<file path="src/common/wts_config.svh">
/*
	Build constants of the wave-table mixer.
	The slot count, the CPU slot and the channel count are tied to the one-hot
	sequencer and to the RAM address split (3-bit channel, 7-bit sample index).
	Changing one of them alone does not rescale the design.
*/

`ifndef WTS_CONFIG_SVH
`define WTS_CONFIG_SVH

// Sequencer
`define WTS_SLOTS		6
`define WTS_CPU_SLOT	5

// Channel layout
`define WTS_CH_PER_BANK	5
`define WTS_BANKS		2

// Data widths
`define WTS_WAVE_ADDR_W	7
`define WTS_SAMPLE_W	8
`define WTS_VOLUME_W	4
`define WTS_FREQ_W		12
`define WTS_OUT_W		12

`endif
</file>
<file path="src/common/wts_pkg.sv">
/*
	Types shared by the mixer RTL and its testbench.
	Samples are two's complement, the volume is unsigned.
	enable bit 1 routes a channel to the left output, bit 0 to the right.
*/
`default_nettype none

`include "wts_config.svh"

package wts_pkg;

	// One bit per sequencer slot, exactly one set
	typedef logic [`WTS_SLOTS-1:0] wts_slot_t;

	typedef struct packed {
		logic			bank;
		logic	[2:0]	channel;
	} wts_wave_id_t;

	typedef struct packed {
		wts_wave_id_t					id;
		logic	[`WTS_WAVE_ADDR_W-1:0]	a;
		logic	[`WTS_SAMPLE_W-1:0]		d;
		logic							oe;
		logic							we;
	} wts_cpu_req_t;

	typedef struct packed {
		logic	[`WTS_VOLUME_W-1:0]	volume;
		logic	[1:0]				enable;
		logic	[`WTS_FREQ_W-1:0]	frequency_count;
	} wts_channel_reg_t;

	typedef struct packed {
		logic	key_on;
		logic	key_off;
	} wts_key_t;

	typedef struct packed {
		logic signed	[`WTS_SAMPLE_W-1:0]	left;
		logic signed	[`WTS_SAMPLE_W-1:0]	right;
	} wts_stereo_t;

endpackage

`default_nettype wire

</file>
<file path="src/rtl/wts_cpu_access.sv">
/*
	Slot sequencer and CPU port of the wave RAMs.
	oe and we are one-cycle strobes; a new strobe replaces a pending request.
	A request completes in the first CPU slot after its strobe, 1 to 6 cycles.
	Read data is valid with sram_q_en, one cycle after completion.
*/
`timescale 1ns/1ps
`default_nettype none

`include "wts_config.svh"

module wts_cpu_access import wts_pkg::*; (
	input	wire logic								clk,
	input	wire logic								nreset,
	input	wire wts_cpu_req_t						cpu,
	input	wire logic	[`WTS_SAMPLE_W-1:0]			bank_q0,
	input	wire logic	[`WTS_SAMPLE_W-1:0]			bank_q1,
	output	wts_slot_t								slot,
	output	logic		[9:0]						cpu_a,
	output	logic		[`WTS_SAMPLE_W-1:0]			cpu_d,
	output	logic		[`WTS_BANKS-1:0]			bank_we,
	output	logic		[`WTS_SAMPLE_W-1:0]			sram_q,
	output	logic									sram_q_en
);

	wts_slot_t		ff_slot;
	wts_cpu_req_t	ff_req;
	logic			ff_q_en;
	logic			ff_rd_bank;
	logic			done;

	// ----------------------------------------------------------------------
	// Slot sequencer
	// ----------------------------------------------------------------------
	always_ff @(posedge clk) begin
		if (!nreset) begin
			ff_slot <= wts_slot_t'(1);
		end else begin
			ff_slot <= {ff_slot[`WTS_SLOTS-2:0], ff_slot[`WTS_SLOTS-1]};
		end
	end

	assign slot = ff_slot;

	// ----------------------------------------------------------------------
	// Request latch
	// ----------------------------------------------------------------------
	assign done = (ff_req.oe || ff_req.we) && ff_slot[`WTS_CPU_SLOT];

	// Id, address and data only move with a strobe
	always_ff @(posedge clk) begin
		if (!nreset) begin
			ff_req.oe	<= 1'b0;
			ff_req.we	<= 1'b0;
		end else if (cpu.oe || cpu.we) begin
			ff_req		<= cpu;
		end else if (done) begin
			ff_req.oe	<= 1'b0;
			ff_req.we	<= 1'b0;
		end
	end

	assign cpu_a = {ff_req.id.channel, ff_req.a};
	assign cpu_d = ff_req.d;

	always_comb begin
		bank_we = '0;
		if (done && ff_req.we) begin
			bank_we[ff_req.id.bank] = 1'b1;
		end
	end

	// Bank of the read is kept so a later strobe cannot switch sram_q
	always_ff @(posedge clk) begin
		if (!nreset) begin
			ff_q_en		<= 1'b0;
			ff_rd_bank	<= 1'b0;
		end else begin
			ff_q_en		<= done && ff_req.oe;
			if (done) begin
				ff_rd_bank <= ff_req.id.bank;
			end
		end
	end

	assign sram_q_en	= ff_q_en;
	assign sram_q		= ff_rd_bank ? bank_q1 : bank_q0;

	a_slot_onehot: assert property (@(posedge clk) disable iff (!nreset)
		$onehot(ff_slot));

	a_q_en_after_cpu_slot: assert property (@(posedge clk) disable iff (!nreset)
		sram_q_en |-> $past(ff_slot[`WTS_CPU_SLOT]));

endmodule

`default_nettype wire

</file>
<file path="config.mk">
export PLATFORM = sky130hd
export DESIGN_NAME = wts_cpu_access
export DESIGN_NICKNAME = d
export VERILOG_FILES = /design/src/common/wts_pkg.sv /design/src/rtl/wts_cpu_access.sv
export VERILOG_INCLUDE_DIRS = /design/src /design/src/common
export SDC_FILE = /design/constraint.sdc
export NUM_CORES = 1
export LEC_CHECK = 0
export BUFFER_PORTS_ARGS = -buffer_cell sky130_fd_sc_hd__buf_4
export CORE_UTILIZATION = 46
export CTS_BUF_LIST = sky130_fd_sc_hd__clkbuf_2 sky130_fd_sc_hd__clkbuf_4 sky130_fd_sc_hd__clkbuf_8
export CTS_CLUSTER_SIZE = 12
export DETAILED_ROUTE_END_ITERATION = 6
export PLACE_DENSITY = 0.86
export REMOVE_ABC_BUFFERS = 1
export SETUP_SLACK_MARGIN = 0.2
export SLEW_MARGIN = 20
export SYNTH_ARGS = -nofsm -noshare
export SYNTH_HDL_FRONTEND = slang
export SYNTH_SLANG_ARGS = --single-unit
</file>
<file path="constraint.sdc">
create_clock -name clk -period 2.71 [get_ports clk]
set_input_delay 0 -clock clk [delete_from_list [all_inputs] [get_ports clk]]
set_output_delay 0 -clock clk [all_outputs]
set_load 0.03 [all_outputs]
</file>
==> out/qor.yml <==
syn_area_um2: 1160
holdWs_ns: 0.345
die_h_um: 52.2
grt_pass1_wl_mm: 4.28
yosysUniqueCellTypes: 15
hold_path.startpoint: "bank_q1[7]"
crit_type: "flip-flop to primary output"
final_area_um2: 1920
grt_pass1_vias: 940
syn_to_final_growth_pct: 65.6
p_leak_nw: 0.881
portBuffers: 73
hp-class: "input port to primary output"
slew_headroom_pct: 49.1
rsz0062_at_grt: "no"
cts_resized: 0
reg2reg_slack_ns: 1.29
whs_endpoint: "sram_q[7]"
drt_iter0_drc: 14
max_clock_freq_mhz: 664
endpoint_kind: "primary output"
rr_worst_depth: 3
r2r-start: "slot[5]$_SDFF_PN0_"
clk_latency_ns: 0.32
cellPowerDensity_nw_per_um2: 574
min_period_ns: 1.51
ant_nets: 0
hold_viol: 0
yosys_warnings: 0
worstPathRequired_ns: 2.71
placed_area_um2: 1590
holdPathStages: 3
syn_area_per_cell_um2: 15.3
dp_hpwl_mm: 1.88
drt_first_pass_iters: 4
finalNonFillerCells: 189
wl_mm: 2.87
dieArea_um2: 2730
die_x_um: 52.2
status: "complete, no violations"
core_area_um2: 2300
std_cell_rows: 17
diodes: 0
drcViolationCount: 0
clk_pin_slew_ns: 0.08
slew_viol_final: 0
final_layout_size_suffix_gt1_share_pct: 55.3
grt_max_degree: 20
cts_tree: "built"
vias: 881
startpoint_type: "flip-flop"
timing.final.ws_setup_ns: 1.20
worst-endpoint-arrival_ns: 1.51
setup_violations: 0
dpl_worst_slack_ns: 1.52
ys_seq_area_share_pct: 66.5
synthCells: 76
avgViaCountPerCell: 4.66
cts_max_level: 2
dp.cells: 157
ir_worst_vdd_mv: 0.710
routabilityCongestion: 0.705
clockRootBuffer: "clkbuf_4"
antenna_found_initial: 0
start_util_pct: 50.5
post_cts_buffers: 0
worstMarginPinSlew_ns: 0.763
layout_commonest_cell: "buf_4"
cts-buffers-inserted: 5
fin_setup_tns_ns: 0
synth_seq_cells: 29
grt_overflow: 0
wl_per_cell_um: 15.2
cts_max_path_buffers: 2
grtUsageTotal_pct: 23.6
drv_cap: 0
ioPinCount: 74
cp_max_fo: 9
skew_ns: 0.00146
finalCritPeriodShare_pct: 55.5
nets: 199
r2r-end: "ff_req[1]$_SDFFE_PN0P_"
final_cell_mix: "buf_4, dlygate4sd3_1, edfxtp_1, dfxtp_1, mux2_4"
fill_cells: 131
cts_sinks: 29
-- flip-flops by register name (all words and copies together) (netlist names) --
name and count:
cpu_a 10, cpu_d 8, slot 6, ff_req 3
ff_rd_bank 1, sram_q_en 1
-- power by group --
part	total, mW	internal [mW]	leakage (nW)	switching (mW)
combinational	0.216	0.109	0.567	0.107
sequential	0.517	0.504	0.264	0.0130
clock	0.368	0.230	0.0489	0.138
total	1.10	0.844	0.881	0.258
-- layer usage --
layer | up-vias | track usage (%) | part of all wire (%)
met4 | 0 | 11.8 | 2.0
met2 | 47 | 44.9 | 58
met1 | 413 | 21.9 | 32
met5 | - | 0 | 0
li1 | 413 | - | -
met3 | 8 | 8.12 | 8.3
-- kinds of logic after synthesis --
group	share of synthesized area, %
DFF	66.5
and+or+nand+nor	6.90
AOI/OAI and AO/OA	2.37
muxes	11.2
buffers and inverters	13.1
-- synth_stat cells, drive strengths merged --
master / count / area (um^2)
nand2: 3 / 11.3
edfxtp: 19 / 571
nand2b: 1 / 6.26
and2: 5 / 31.3
mux2i: 1 / 10.0
nor2: 1 / 3.75
nor3b: 2 / 15.0
o21a: 3 / 22.5
and3: 2 / 12.5
buf: 20 / 151
o21ai: 1 / 5.00
dfxtp: 10 / 200
mux2: 8 / 120
-- how the worst max path moves through the flow --
stage / from / cells after the start / to / slack, ns
global placement: nreset / 2 / cpu_a[4]$_DFFE_PP_ / 1.58
global route: ff_rd_bank$_SDFFE_PN0P_ / 2 / sram_q[5] / 1.14
CTS: ff_rd_bank$_SDFFE_PN0P_ / 2 / sram_q[2] / 1.18
floorplan: slot[5]$_SDFF_PN0_ / 2 / bank_we[0] / 1.65
detailed placement: nreset / 2 / cpu_d[6]$_DFFE_PP_ / 1.52
finish: ff_rd_bank$_SDFFE_PN0P_ / 2 / sram_q[2] / 1.20
-- critical path, stage by stage (launching register included) --
cell     delay [ns]
dfxtp_1        0.67
mux2_4         0.35
buf_4          0.17
-- what timing repair did --
action                                  CTS  global route
hold buffers                             24             0
endpoints found under the setup margin    0             0
endpoints found under the hold margin    29             0
-- final cells by class --
class / count / area, um^2 / area share (%)
repair buffers: 97 / 788 / 41.0
flip-flops and latches: 29 / 771 / 40.1
multi-input cells: 27 / 238 / 12.4
clock buffers: 7 / 58.8 / 3.06
well taps: 28 / 35.0 / 1.82
clock inverters: 1 / 30.0 / 1.56
-- metrics by stage --
stage | util, % | total power [mW]
global placement | 69.3 | 0.706
floorplan | - | 0.613
CTS | 83.6 | 1.11
finish | 83.6 | 1.10
detailed placement | 69.3 | 0.713
global route | 83.6 | 1.14
Note: power is estimated with default switching activity, not from simulation.
