File: src/common/wts_config.svh
/*
	Build constants of the wave-table mixer.
	The slot count, the CPU slot and the channel count are tied to the one-hot
	sequencer and to the RAM address split (3-bit channel, 7-bit sample index).
	Changing one of them alone does not rescale the design.
*/

`ifndef WTS_CONFIG_SVH
`define WTS_CONFIG_SVH

// Sequencer
`define WTS_SLOTS		6
`define WTS_CPU_SLOT	5

// Channel layout
`define WTS_CH_PER_BANK	5
`define WTS_BANKS		2

// Data widths
`define WTS_WAVE_ADDR_W	7
`define WTS_SAMPLE_W	8
`define WTS_VOLUME_W	4
`define WTS_FREQ_W		12
`define WTS_OUT_W		12

`endif
File: src/common/wts_pkg.sv
/*
	Types shared by the mixer RTL and its testbench.
	Samples are two's complement, the volume is unsigned.
	enable bit 1 routes a channel to the left output, bit 0 to the right.
*/
`default_nettype none

`include "wts_config.svh"

package wts_pkg;

	// One bit per sequencer slot, exactly one set
	typedef logic [`WTS_SLOTS-1:0] wts_slot_t;

	typedef struct packed {
		logic			bank;
		logic	[2:0]	channel;
	} wts_wave_id_t;

	typedef struct packed {
		wts_wave_id_t					id;
		logic	[`WTS_WAVE_ADDR_W-1:0]	a;
		logic	[`WTS_SAMPLE_W-1:0]		d;
		logic							oe;
		logic							we;
	} wts_cpu_req_t;

	typedef struct packed {
		logic	[`WTS_VOLUME_W-1:0]	volume;
		logic	[1:0]				enable;
		logic	[`WTS_FREQ_W-1:0]	frequency_count;
	} wts_channel_reg_t;

	typedef struct packed {
		logic	key_on;
		logic	key_off;
	} wts_key_t;

	typedef struct packed {
		logic signed	[`WTS_SAMPLE_W-1:0]	left;
		logic signed	[`WTS_SAMPLE_W-1:0]	right;
	} wts_stereo_t;

endpackage

`default_nettype wire

File: src/rtl/wts_stereo_mixer.sv
/*
	Sums both banks and integrates one frame of six cycles.
	Integration wraps modulo 4096, as does the output.
	Outputs are offset binary and only change on the CPU slot.
*/
`timescale 1ns/1ps
`default_nettype none

`include "wts_config.svh"

module wts_stereo_mixer import wts_pkg::*; (
	input	wire logic						clk,
	input	wire logic						nreset,
	input	wire wts_slot_t					slot,
	input	wire wts_stereo_t				bank0,
	input	wire wts_stereo_t				bank1,
	output	logic		[`WTS_OUT_W-1:0]	left_out,
	output	logic		[`WTS_OUT_W-1:0]	right_out
);

	logic	[`WTS_SAMPLE_W:0]	left_sum;
	logic	[`WTS_SAMPLE_W:0]	right_sum;
	logic	[`WTS_OUT_W-1:0]	left_ext;
	logic	[`WTS_OUT_W-1:0]	right_ext;
	logic	[`WTS_OUT_W-1:0]	ff_left_integ;
	logic	[`WTS_OUT_W-1:0]	ff_right_integ;

	assign left_sum		= {bank0.left[`WTS_SAMPLE_W-1], bank0.left}
						+ {bank1.left[`WTS_SAMPLE_W-1], bank1.left};
	assign right_sum	= {bank0.right[`WTS_SAMPLE_W-1], bank0.right}
						+ {bank1.right[`WTS_SAMPLE_W-1], bank1.right};

	assign left_ext		= {{(`WTS_OUT_W-`WTS_SAMPLE_W-1){left_sum[`WTS_SAMPLE_W]}}, left_sum};
	assign right_ext	= {{(`WTS_OUT_W-`WTS_SAMPLE_W-1){right_sum[`WTS_SAMPLE_W]}}, right_sum};

	// ----------------------------------------------------------------------
	// Frame integrator and output registers
	// ----------------------------------------------------------------------
	always_ff @(posedge clk) begin
		if (!nreset) begin
			ff_left_integ	<= '0;
			ff_right_integ	<= '0;
			left_out		<= {1'b1, {(`WTS_OUT_W-1){1'b0}}};
			right_out		<= {1'b1, {(`WTS_OUT_W-1){1'b0}}};
		end else if (slot[`WTS_CPU_SLOT]) begin
			ff_left_integ	<= left_ext;
			ff_right_integ	<= right_ext;
			left_out		<= {~ff_left_integ[`WTS_OUT_W-1], ff_left_integ[`WTS_OUT_W-2:0]};
			right_out		<= {~ff_right_integ[`WTS_OUT_W-1], ff_right_integ[`WTS_OUT_W-2:0]};
		end else begin
			ff_left_integ	<= ff_left_integ + left_ext;
			ff_right_integ	<= ff_right_integ + right_ext;
		end
	end

endmodule

`default_nettype wire

File: config.mk
export PLATFORM = sky130hd
export DESIGN_NAME = wts_stereo_mixer
export DESIGN_NICKNAME = d
export VERILOG_FILES = /design/src/common/wts_pkg.sv /design/src/rtl/wts_stereo_mixer.sv
export VERILOG_INCLUDE_DIRS = /design/src /design/src/common
export SDC_FILE = /design/constraint.sdc
export NUM_CORES = 1
export LEC_CHECK = 0
export ABC_AREA = 1
export ABC_CLOCK_PERIOD_IN_PS = 5800
export BUFFER_PORTS_ARGS = -buffer_cell sky130_fd_sc_hd__buf_2
export CORE_AREA = 5 5 82 84
export CTS_BUF_LIST = sky130_fd_sc_hd__clkbuf_8
export DETAILED_ROUTE_END_ITERATION = 10
export DIE_AREA = 0 0 87 89
export GPL_TIMING_DRIVEN = 0
export PLACE_DENSITY_LB_ADDON = 0.1
export SLEW_MARGIN = 0
export SYNTH_ARGS = -nofsm -noshare
export SYNTH_HDL_FRONTEND = slang
export SYNTH_SLANG_ARGS = --single-unit
File: constraint.sdc
create_clock -name clk -period 5.8 [get_ports clk]
set_input_delay 0.58 -clock clk [delete_from_list [all_inputs] [get_ports clk]]
set_output_delay 0.58 -clock clk [all_outputs]
set_load 0.005 [all_outputs]
==> results.toml, run 1 <==
[status]
outcome = "finished clean"

[sta]
drv_slew = 0
setup-tns-final_ns = 0
fin_worst_skew_ns = 0.005986
worst_pin_slew_ns = 0.7311
slew_headroom_pct = 51.26
fmax_mhz = 349.7
fin_crit_ns = 2.860
rsz0062_at_grt = "false"
fin_crit_sh_pct = 49.30
hold_violations = 0
finalSetupViolations = 0

[critical_path]
slowest_delay_ns = 0.41
crit_path_start = "bank0[8]"
critPathArrivalTime_ns = 3.11
end_kind = "register"
worst_r2r_path_depth = 8
path_cells = "buf_2 -> ha_1 -> fa_1 -> nand3_1 -> nand3_2 -> a21oi_1 -> nand2_1 -> nand2_1 -> inv_1 -> ha_1 -> a21oi_1 -> nand2_1 -> nand2_1 -> nand3_1 -> nand2_1 -> nand3_1 -> nand2_1 -> nand2_1 -> nor2_1"
worstPathRequired_ns = 6.05
regToRegSetupSlack_ns = 4.01
slowest_stage = "fa_1"
cpLargestDelayFamily = "simple AND/OR/NAND/NOR gates"
timing.critical_path.buf_inv = 2
rr_endpoint = "ff_right_integ[6]"
cp-start-kind = "input port"
path_max_fanout = 5
r2r-start = "ff_right_integ[0]"
crit_type = "in2reg"
crit_top_cell = "nand2_1"

[cts]
clock_latency_ns = 0.31
post_cts_buffers = 0
ctsHtreeMaxLevel = 2
numClockSinks = 48
cts_resized = 0
cts_tree = "yes"
cts_buffers = 5
clockBufferDepth = 2
clkTransAtPathRegs_ns = 0.09
clockRootBuffer = "clkbuf_8"
ctsHoldBuffers = 0

[power_and_ir_drop]
power_mw = 1.184
ir_drop_mv = 0.1615
p_per_area_nw_per_um2 = 292.4
leakage_nw = 2.169

[floorplanning]
start_util_pct = 60.97
die_y_um = 89
die_w_um = 87
core_area_um2 = 5851
dieArea_um2 = 7743
rows = 28
num_io_pins = 64

[yosys]
synth_nets = 598
yosysWarnings = 0
synth.avg_cell_area_um2 = 6.967
syn_area_um2 = 3567
netlist_instances = 512
synth_seq_area_share_pct = 26.94
synth_seq_cells = 48
yosysUniqueCellTypes = 35

[global_route]
grt_max_degree = 16
grt_pass1_wl_um = 14600
grt_pass1_vias = 3472
grt_antenna_before_repair = 0
overflow = 0
grt_use_total_pct = 23.41

[route]
wl_per_cell_um = 12.73
drtIter0Drc = 139
wl_um = 8313
drt-pass1-iter-count = 4
vias_per_cell = 5.309
drc_errors = 0
drtAntennaViolNets = 0
vias = 3467

[flow_run]
timing.max_cap.violations = 0

[finish]
stdcell_count = 653
drive_above_1_share_pct = 19.72
finish.utilization_pct = 69.20
multi_input_area_um2 = 2338
fillers = 549
area_growth_syn_to_layout_pct = 13.50
ff_latch_area_um2 = 960.9
stdcell_area_um2 = 4049
diodes = 0
final_nets = 663

[worst_hold_path]
hold_class = "reg2reg"
min_to = "left_out[11]"
worstHoldPathCells = 1
hp-start = "ff_left_integ[11]"

[placement]
place_area_um2 = 3951
dp_hpwl_um = 6715
io_buffer_count = 58
dp_cells = 645
gp_congestion = 0.9718
sequential cells by signal (all words and copies together) (netlist names):
name	flops
ff_left_integ	12
ff_right_integ	12
left_out	12
right_out	12
synthesized netlist by cell type:
library cell,n,area share (%)
dfxtp_1,48,27
nand2_4,2,0.63
a31oi_1,1,0.18
o21ai_2,3,0.74
nand4_1,6,1.1
a21o_1,2,0.42
nand2_1,97,10
nand3_2,3,0.84
inv_2,7,0.74
inv_1,48,5.1
o21ai_1,5,0.70
nand3_1,38,5.3
xor2_2,3,1.4
ha_1,42,15
and2_1,3,0.53
buf_2,7,0.98
or2_1,2,0.35
nand3b_1,2,0.42
a211oi_1,1,0.21
nand2_2,8,1.4
a21oi_2,11,2.7
fa_1,4,2.2
or2_0,2,0.35
nor2_1,76,8.0
or2_2,3,0.53
xor2_1,8,2.0
o21bai_1,2,0.42
a21boi_1,2,0.42
xnor2_1,1,0.25
buf_1,1,0.11
clkinv_1,1,0.11
clkbuf_1,5,0.53
o21ai_0,33,4.6
a21oi_1,34,4.8
nor2_2,1,0.18
worst register-to-register path, delay by kind of cell, from the launching register on:
family / cells / cell delay (ns)
adders and majority gates: 2 / 0.67
AOI/OAI and AO/OA: 3 / 0.38
and+or+nand+nor: 3 / 0.37
DFF: 1 / 0.32
layer usage:
layer / GRT usage, % / up-vias / part of all wire, %
met2: 45.20 / 57 / 53
li1: - / 1806 / -
met3: 3.318 / 17 / 3.7
met5: 0 / - / 0
met4: 8.499 / 0 / 2.1
met1: 25.89 / 1587 / 41
cells by family (layout without fill, tap and decap cells):
group | after synthesis | after routing | share of synthesized area [%]
AO/OA/AOI/OAI | 94 | 94 | 15.19
AND/OR/NAND/NOR | 243 | 243 | 29.81
adder cells (fa/ha/maj) | 46 | 46 | 16.98
buffers and inverters | 69 | 135 | 7.506
flip-flops | 48 | 48 | 26.94
XOR/XNOR | 12 | 12 | 3.578
per-stage QoR:
stage          hold slack (ns)  setup slack, ns
4_1_cts                 0.4795            2.940
3_5_place_dp            0.4647            2.623
5_1_grt                 0.4937            2.587
6_report                0.4766            2.940
2_1_floorplan           0.4339            3.036
3_3_place_gp            0.4597            2.698
layout make-up:
class                      instances  share of cell area, %
clock inverter                     2                 0.3708
sequential                        48                  23.73
timing repair buffer              58                  7.169
buffer                            13                  1.422
inverter                          56                  5.192
clock buffer                       6                  2.040
tap                               75                  2.318
multi-input combinational        395                  57.76
where the power goes:
group | switching (mW) | internal (mW)
registers | 0.0296 | 0.375
clock network | 0.121 | 0.0967
logic | 0.339 | 0.223
total | 0.489 | 0.695
worst max path at each step:
stage	slack [ns]	end	cells after the start
finish	2.94	ff_left_integ[11]	19
global route	2.59	ff_left_integ[11]	19
CTS	2.94	ff_left_integ[11]	19
detailed placement	2.62	ff_left_integ[11]	19
global placement	2.70	ff_right_integ[11]	19
floorplan	3.04	ff_left_integ[11]	18
cell usage in the layout (no fill, tap or decap), drive strengths merged:
master	netlist	layout
a211oi	1	1
a21boi	2	2
a21o	2	2
a21oi	45	45
a31oi	1	1
and2	3	3
buf	8	66
clkbuf	5	11
clkinv	1	1
clkinvlp	0	2
dfxtp	48	48
fa	4	4
ha	42	42
inv	55	55
nand2	107	107
nand3	41	41
nand3b	2	2
nand4	6	6
nor2	77	77
o21ai	41	41
o21bai	2	2
or2	7	7
xnor2	1	1
xor2	11	11
(Power assumes the default switching activity.)
==> run 2: changes to the inputs <==
--- a/config.mk
+++ b/config.mk
@@ -6,13 +6,13 @@
 export SDC_FILE = /design/constraint.sdc
 export NUM_CORES = 1
 export LEC_CHECK = 0
-export ABC_AREA = 1
-export ABC_CLOCK_PERIOD_IN_PS = 5800
+export ABC_AREA = 0
+export ABC_CLOCK_PERIOD_IN_PS = 2300
 export BUFFER_PORTS_ARGS = -buffer_cell sky130_fd_sc_hd__buf_2
-export CORE_AREA = 5 5 82 84
+export CORE_AREA = 5 5 85 87
 export CTS_BUF_LIST = sky130_fd_sc_hd__clkbuf_8
 export DETAILED_ROUTE_END_ITERATION = 10
-export DIE_AREA = 0 0 87 89
+export DIE_AREA = 0 0 90 92
 export GPL_TIMING_DRIVEN = 0
 export PLACE_DENSITY_LB_ADDON = 0.1
 export SLEW_MARGIN = 0
==> constraint.sdc (replaced) <==
create_clock -name clk -period 2.3 [get_ports clk]
set_input_delay 0.23 -clock clk [delete_from_list [all_inputs] [get_ports clk]]
set_output_delay 0.23 -clock clk [all_outputs]
set_load 0.005 [all_outputs]
==> run 2 against run 1 <==
Against the previous run: the run now ends with setup timing left; via count is 17% lower; clock power grew 120%; design area up 5.4%; synthesized area fell by 10%; critical endpoint unchanged; largest cell class unchanged.
==> results.toml, run 2 <==
[yosys]
async_reset_ff_share_pct = 0
syn_area_um2 = 3199
yosysWarnings = 0
synth_nets = 442
synth.avg_cell_area_um2 = 8.987
yosysUniqueCellTypes = 38
synth_top_area_share_pct = 30.04
yosysTopAreaCell = "dfxtp_1"
synthTopCellsByArea = "dfxtp_1 (30%), ha_1 (16%), mux2i_1 (8.8%)"
netlist_instances = 356
synth_seq_area_share_pct = 30.04
synth_ff_type = "dfxtp_1"
yosysMostFrequentCell = "nor2_1"
synth_edf_count = 0
synth_seq_cells = 48
synth_common_cells = "nor2_1 (49), dfxtp_1 (48), ha_1 (42)"

[route]
wl_per_cell_um = 14.73
drtAntennaViolNets = 0
drt-pass1-iter-count = 4
vias = 2872
drc_errors = 0
wl_um = 7720
drtIter0Drc = 120
vias_per_cell = 5.481

[cts]
clock_latency_ns = 0.30
numClockSinks = 48
clockRootBuffer = "clkbuf_8"
clockBufferDepth = 2
cts_buffers = 5
clkTransAtPathRegs_ns = 0.09
ctsHtreeMaxLevel = 2
cts_tree = "yes"

[finish]
final_cell_mix = "buf_2 (56), dfxtp_1 (48), nor2_1 (47), ha_1 (30), mux2i_1 (28)"
area_growth_syn_to_layout_pct = 33.36
final_common_cell = "buf_2"
stdcell_count = 524
drive_above_1_share_pct = 34.23
stdcell_area_um2 = 4267
final_nets = 533
diodes = 0

[global_route]
overflow = 0
grt_use_total_pct = 18.61
grt_pass1_vias = 2846
grt_max_degree = 14
grt_antenna_before_repair = 0
grt_pass1_wl_um = 13080

[floorplanning]
rows = 29
start_util_pct = 50.97
dieArea_um2 = 8280
core_area_um2 = 6277
die_w_um = 90
num_io_pins = 64
die_y_um = 92

[critical_path]
regToRegSetupSlack_ns = 0.16
end_kind = "register"
worstPathRequired_ns = 2.54
critPathArrivalTime_ns = 2.83
crit_type = "in2reg"
path_max_fanout = 5
cp-start-kind = "input port"

[sta]
fin_crit_ns = 2.590
worst_pin_slew_ns = 0.6210
finalSetupViolations = 10
drv_slew = 0
holdWs_ns = 0.1684
fmax_mhz = 386.1
rsz0062_at_grt = "true"
slew_headroom_pct = 58.60
setup_slack_ns = -0.2899
fin_crit_sh_pct = 112.6
fin_worst_skew_ns = 0.002621
hold_violations = 0

[placement]
dp_hpwl_um = 5559
pre_cts_slack_ns = -0.6997
place_area_um2 = 3671
io_buffer_count = 57
dp_cells = 490
gp_congestion = 0.8591

[status]
violations = "setup timing"
outcome = "finished with violations"

[worst_hold_path]
hold_class = "in2reg"

[power_and_ir_drop]
p_per_area_nw_per_um2 = 835.3
leakage_nw = 1.913
ir_drop_mv = 0.5118

[flow_run]
timing.max_cap.violations = 0
## run 2: cell count changes after synthesis, sizes merged, moves of 12 or more
cell / previous run / this run
nand2: 107 / 22
inv: 55 / 11
nand3: 41 / 6
mux2i: 0 / 28
nor2: 77 / 49
xnor2: 1 / 23
o21ai: 41 / 20
a21oi: 45 / 33
## run 2: cell type report
cell class	count	area, um^2
Buffer	10	41.29
Clock buffer	5	68.82
Clock inverter	2	8.758
Fill cell	496	2011
Inverter	11	41.29
Multi-Input combinational cell	287	2514
Sequential cell	48	960.9
Tap cell	77	96.34
Timing Repair Buffer	84	535.5
## run 2: final timing paths
check / startpoint / end / cells after the start
worst max-delay path: bank1[8] / ff_left_integ[11] / 15
worst min-delay path: nreset / left_out[11] / 2
worst max register to register: ff_right_integ[0] / ff_right_integ[10] / 8
worst min register to register: left_out[10] / left_out[10] / 2
## run 2: timing repair
item,in CTS,in global routing
setup endpoints to repair,10,11
pin swaps,35,32
hold endpoints to repair,0,0
hold buffers,0,0
setup buffers,23,9
resized for setup,28,36
gates cloned,0,0
## run 2: kinds of logic (layout without fill, tap and decap cells)
family | count (synthesis) | after routing | share of synthesized area, %
compound gates | 93 | 93 | 19.59
simple gates | 90 | 90 | 11.89
flops | 48 | 48 | 30.04
fa+ha+maj | 46 | 46 | 18.93
xor+xnor | 30 | 30 | 8.213
mux | 28 | 28 | 8.760
buf+inv | 21 | 112 | 2.581
## run 2: per-stage QoR
stage	power [mW]	setup TNS [ns]	util [%]
2_1_floorplan	2.286	-2.654	-
3_3_place_gp	2.561	-6.571	58.48
3_5_place_dp	2.593	-6.691	58.48
4_1_cts	3.336	-1.706	64.72
5_1_grt	3.837	-3.087	67.97
6_report	3.564	-1.716	67.97
## run 2: report_power, final
part           leakage, nW  switching, mW  internal [mW]
Clock               0.0452          0.280          0.203
Combinational         1.47          0.987           1.01
Sequential           0.395          0.111          0.976
Total                 1.91           1.38           2.19
## run 2: critical path, cell delays in order
cell     delay (ns)
buf_6          0.10
ha_4           0.15
fa_2           0.34
a21o_1         0.17
a21oi_2        0.17
a21oi_2        0.10
nor2_1         0.13
xnor2_1        0.17
ha_2           0.36
a21oi_2        0.17
nand2_2        0.10
a21oi_2        0.16
nand4_1        0.14
a21o_1         0.21
a21oi_2        0.12
## run 2: routing by layer
| metal | track usage [%] | routed length [um] | up-vias |
|---|---|---|---|
| met4 | 5.087 | 111 | 0 |
| met1 | 23.01 | 3437 | 1349 |
| met2 | 33.11 | 3841 | 55 |
| met5 | 0 | 0 | - |
| met3 | 3.437 | 330 | 10 |
| li1 | - | - | 1458 |
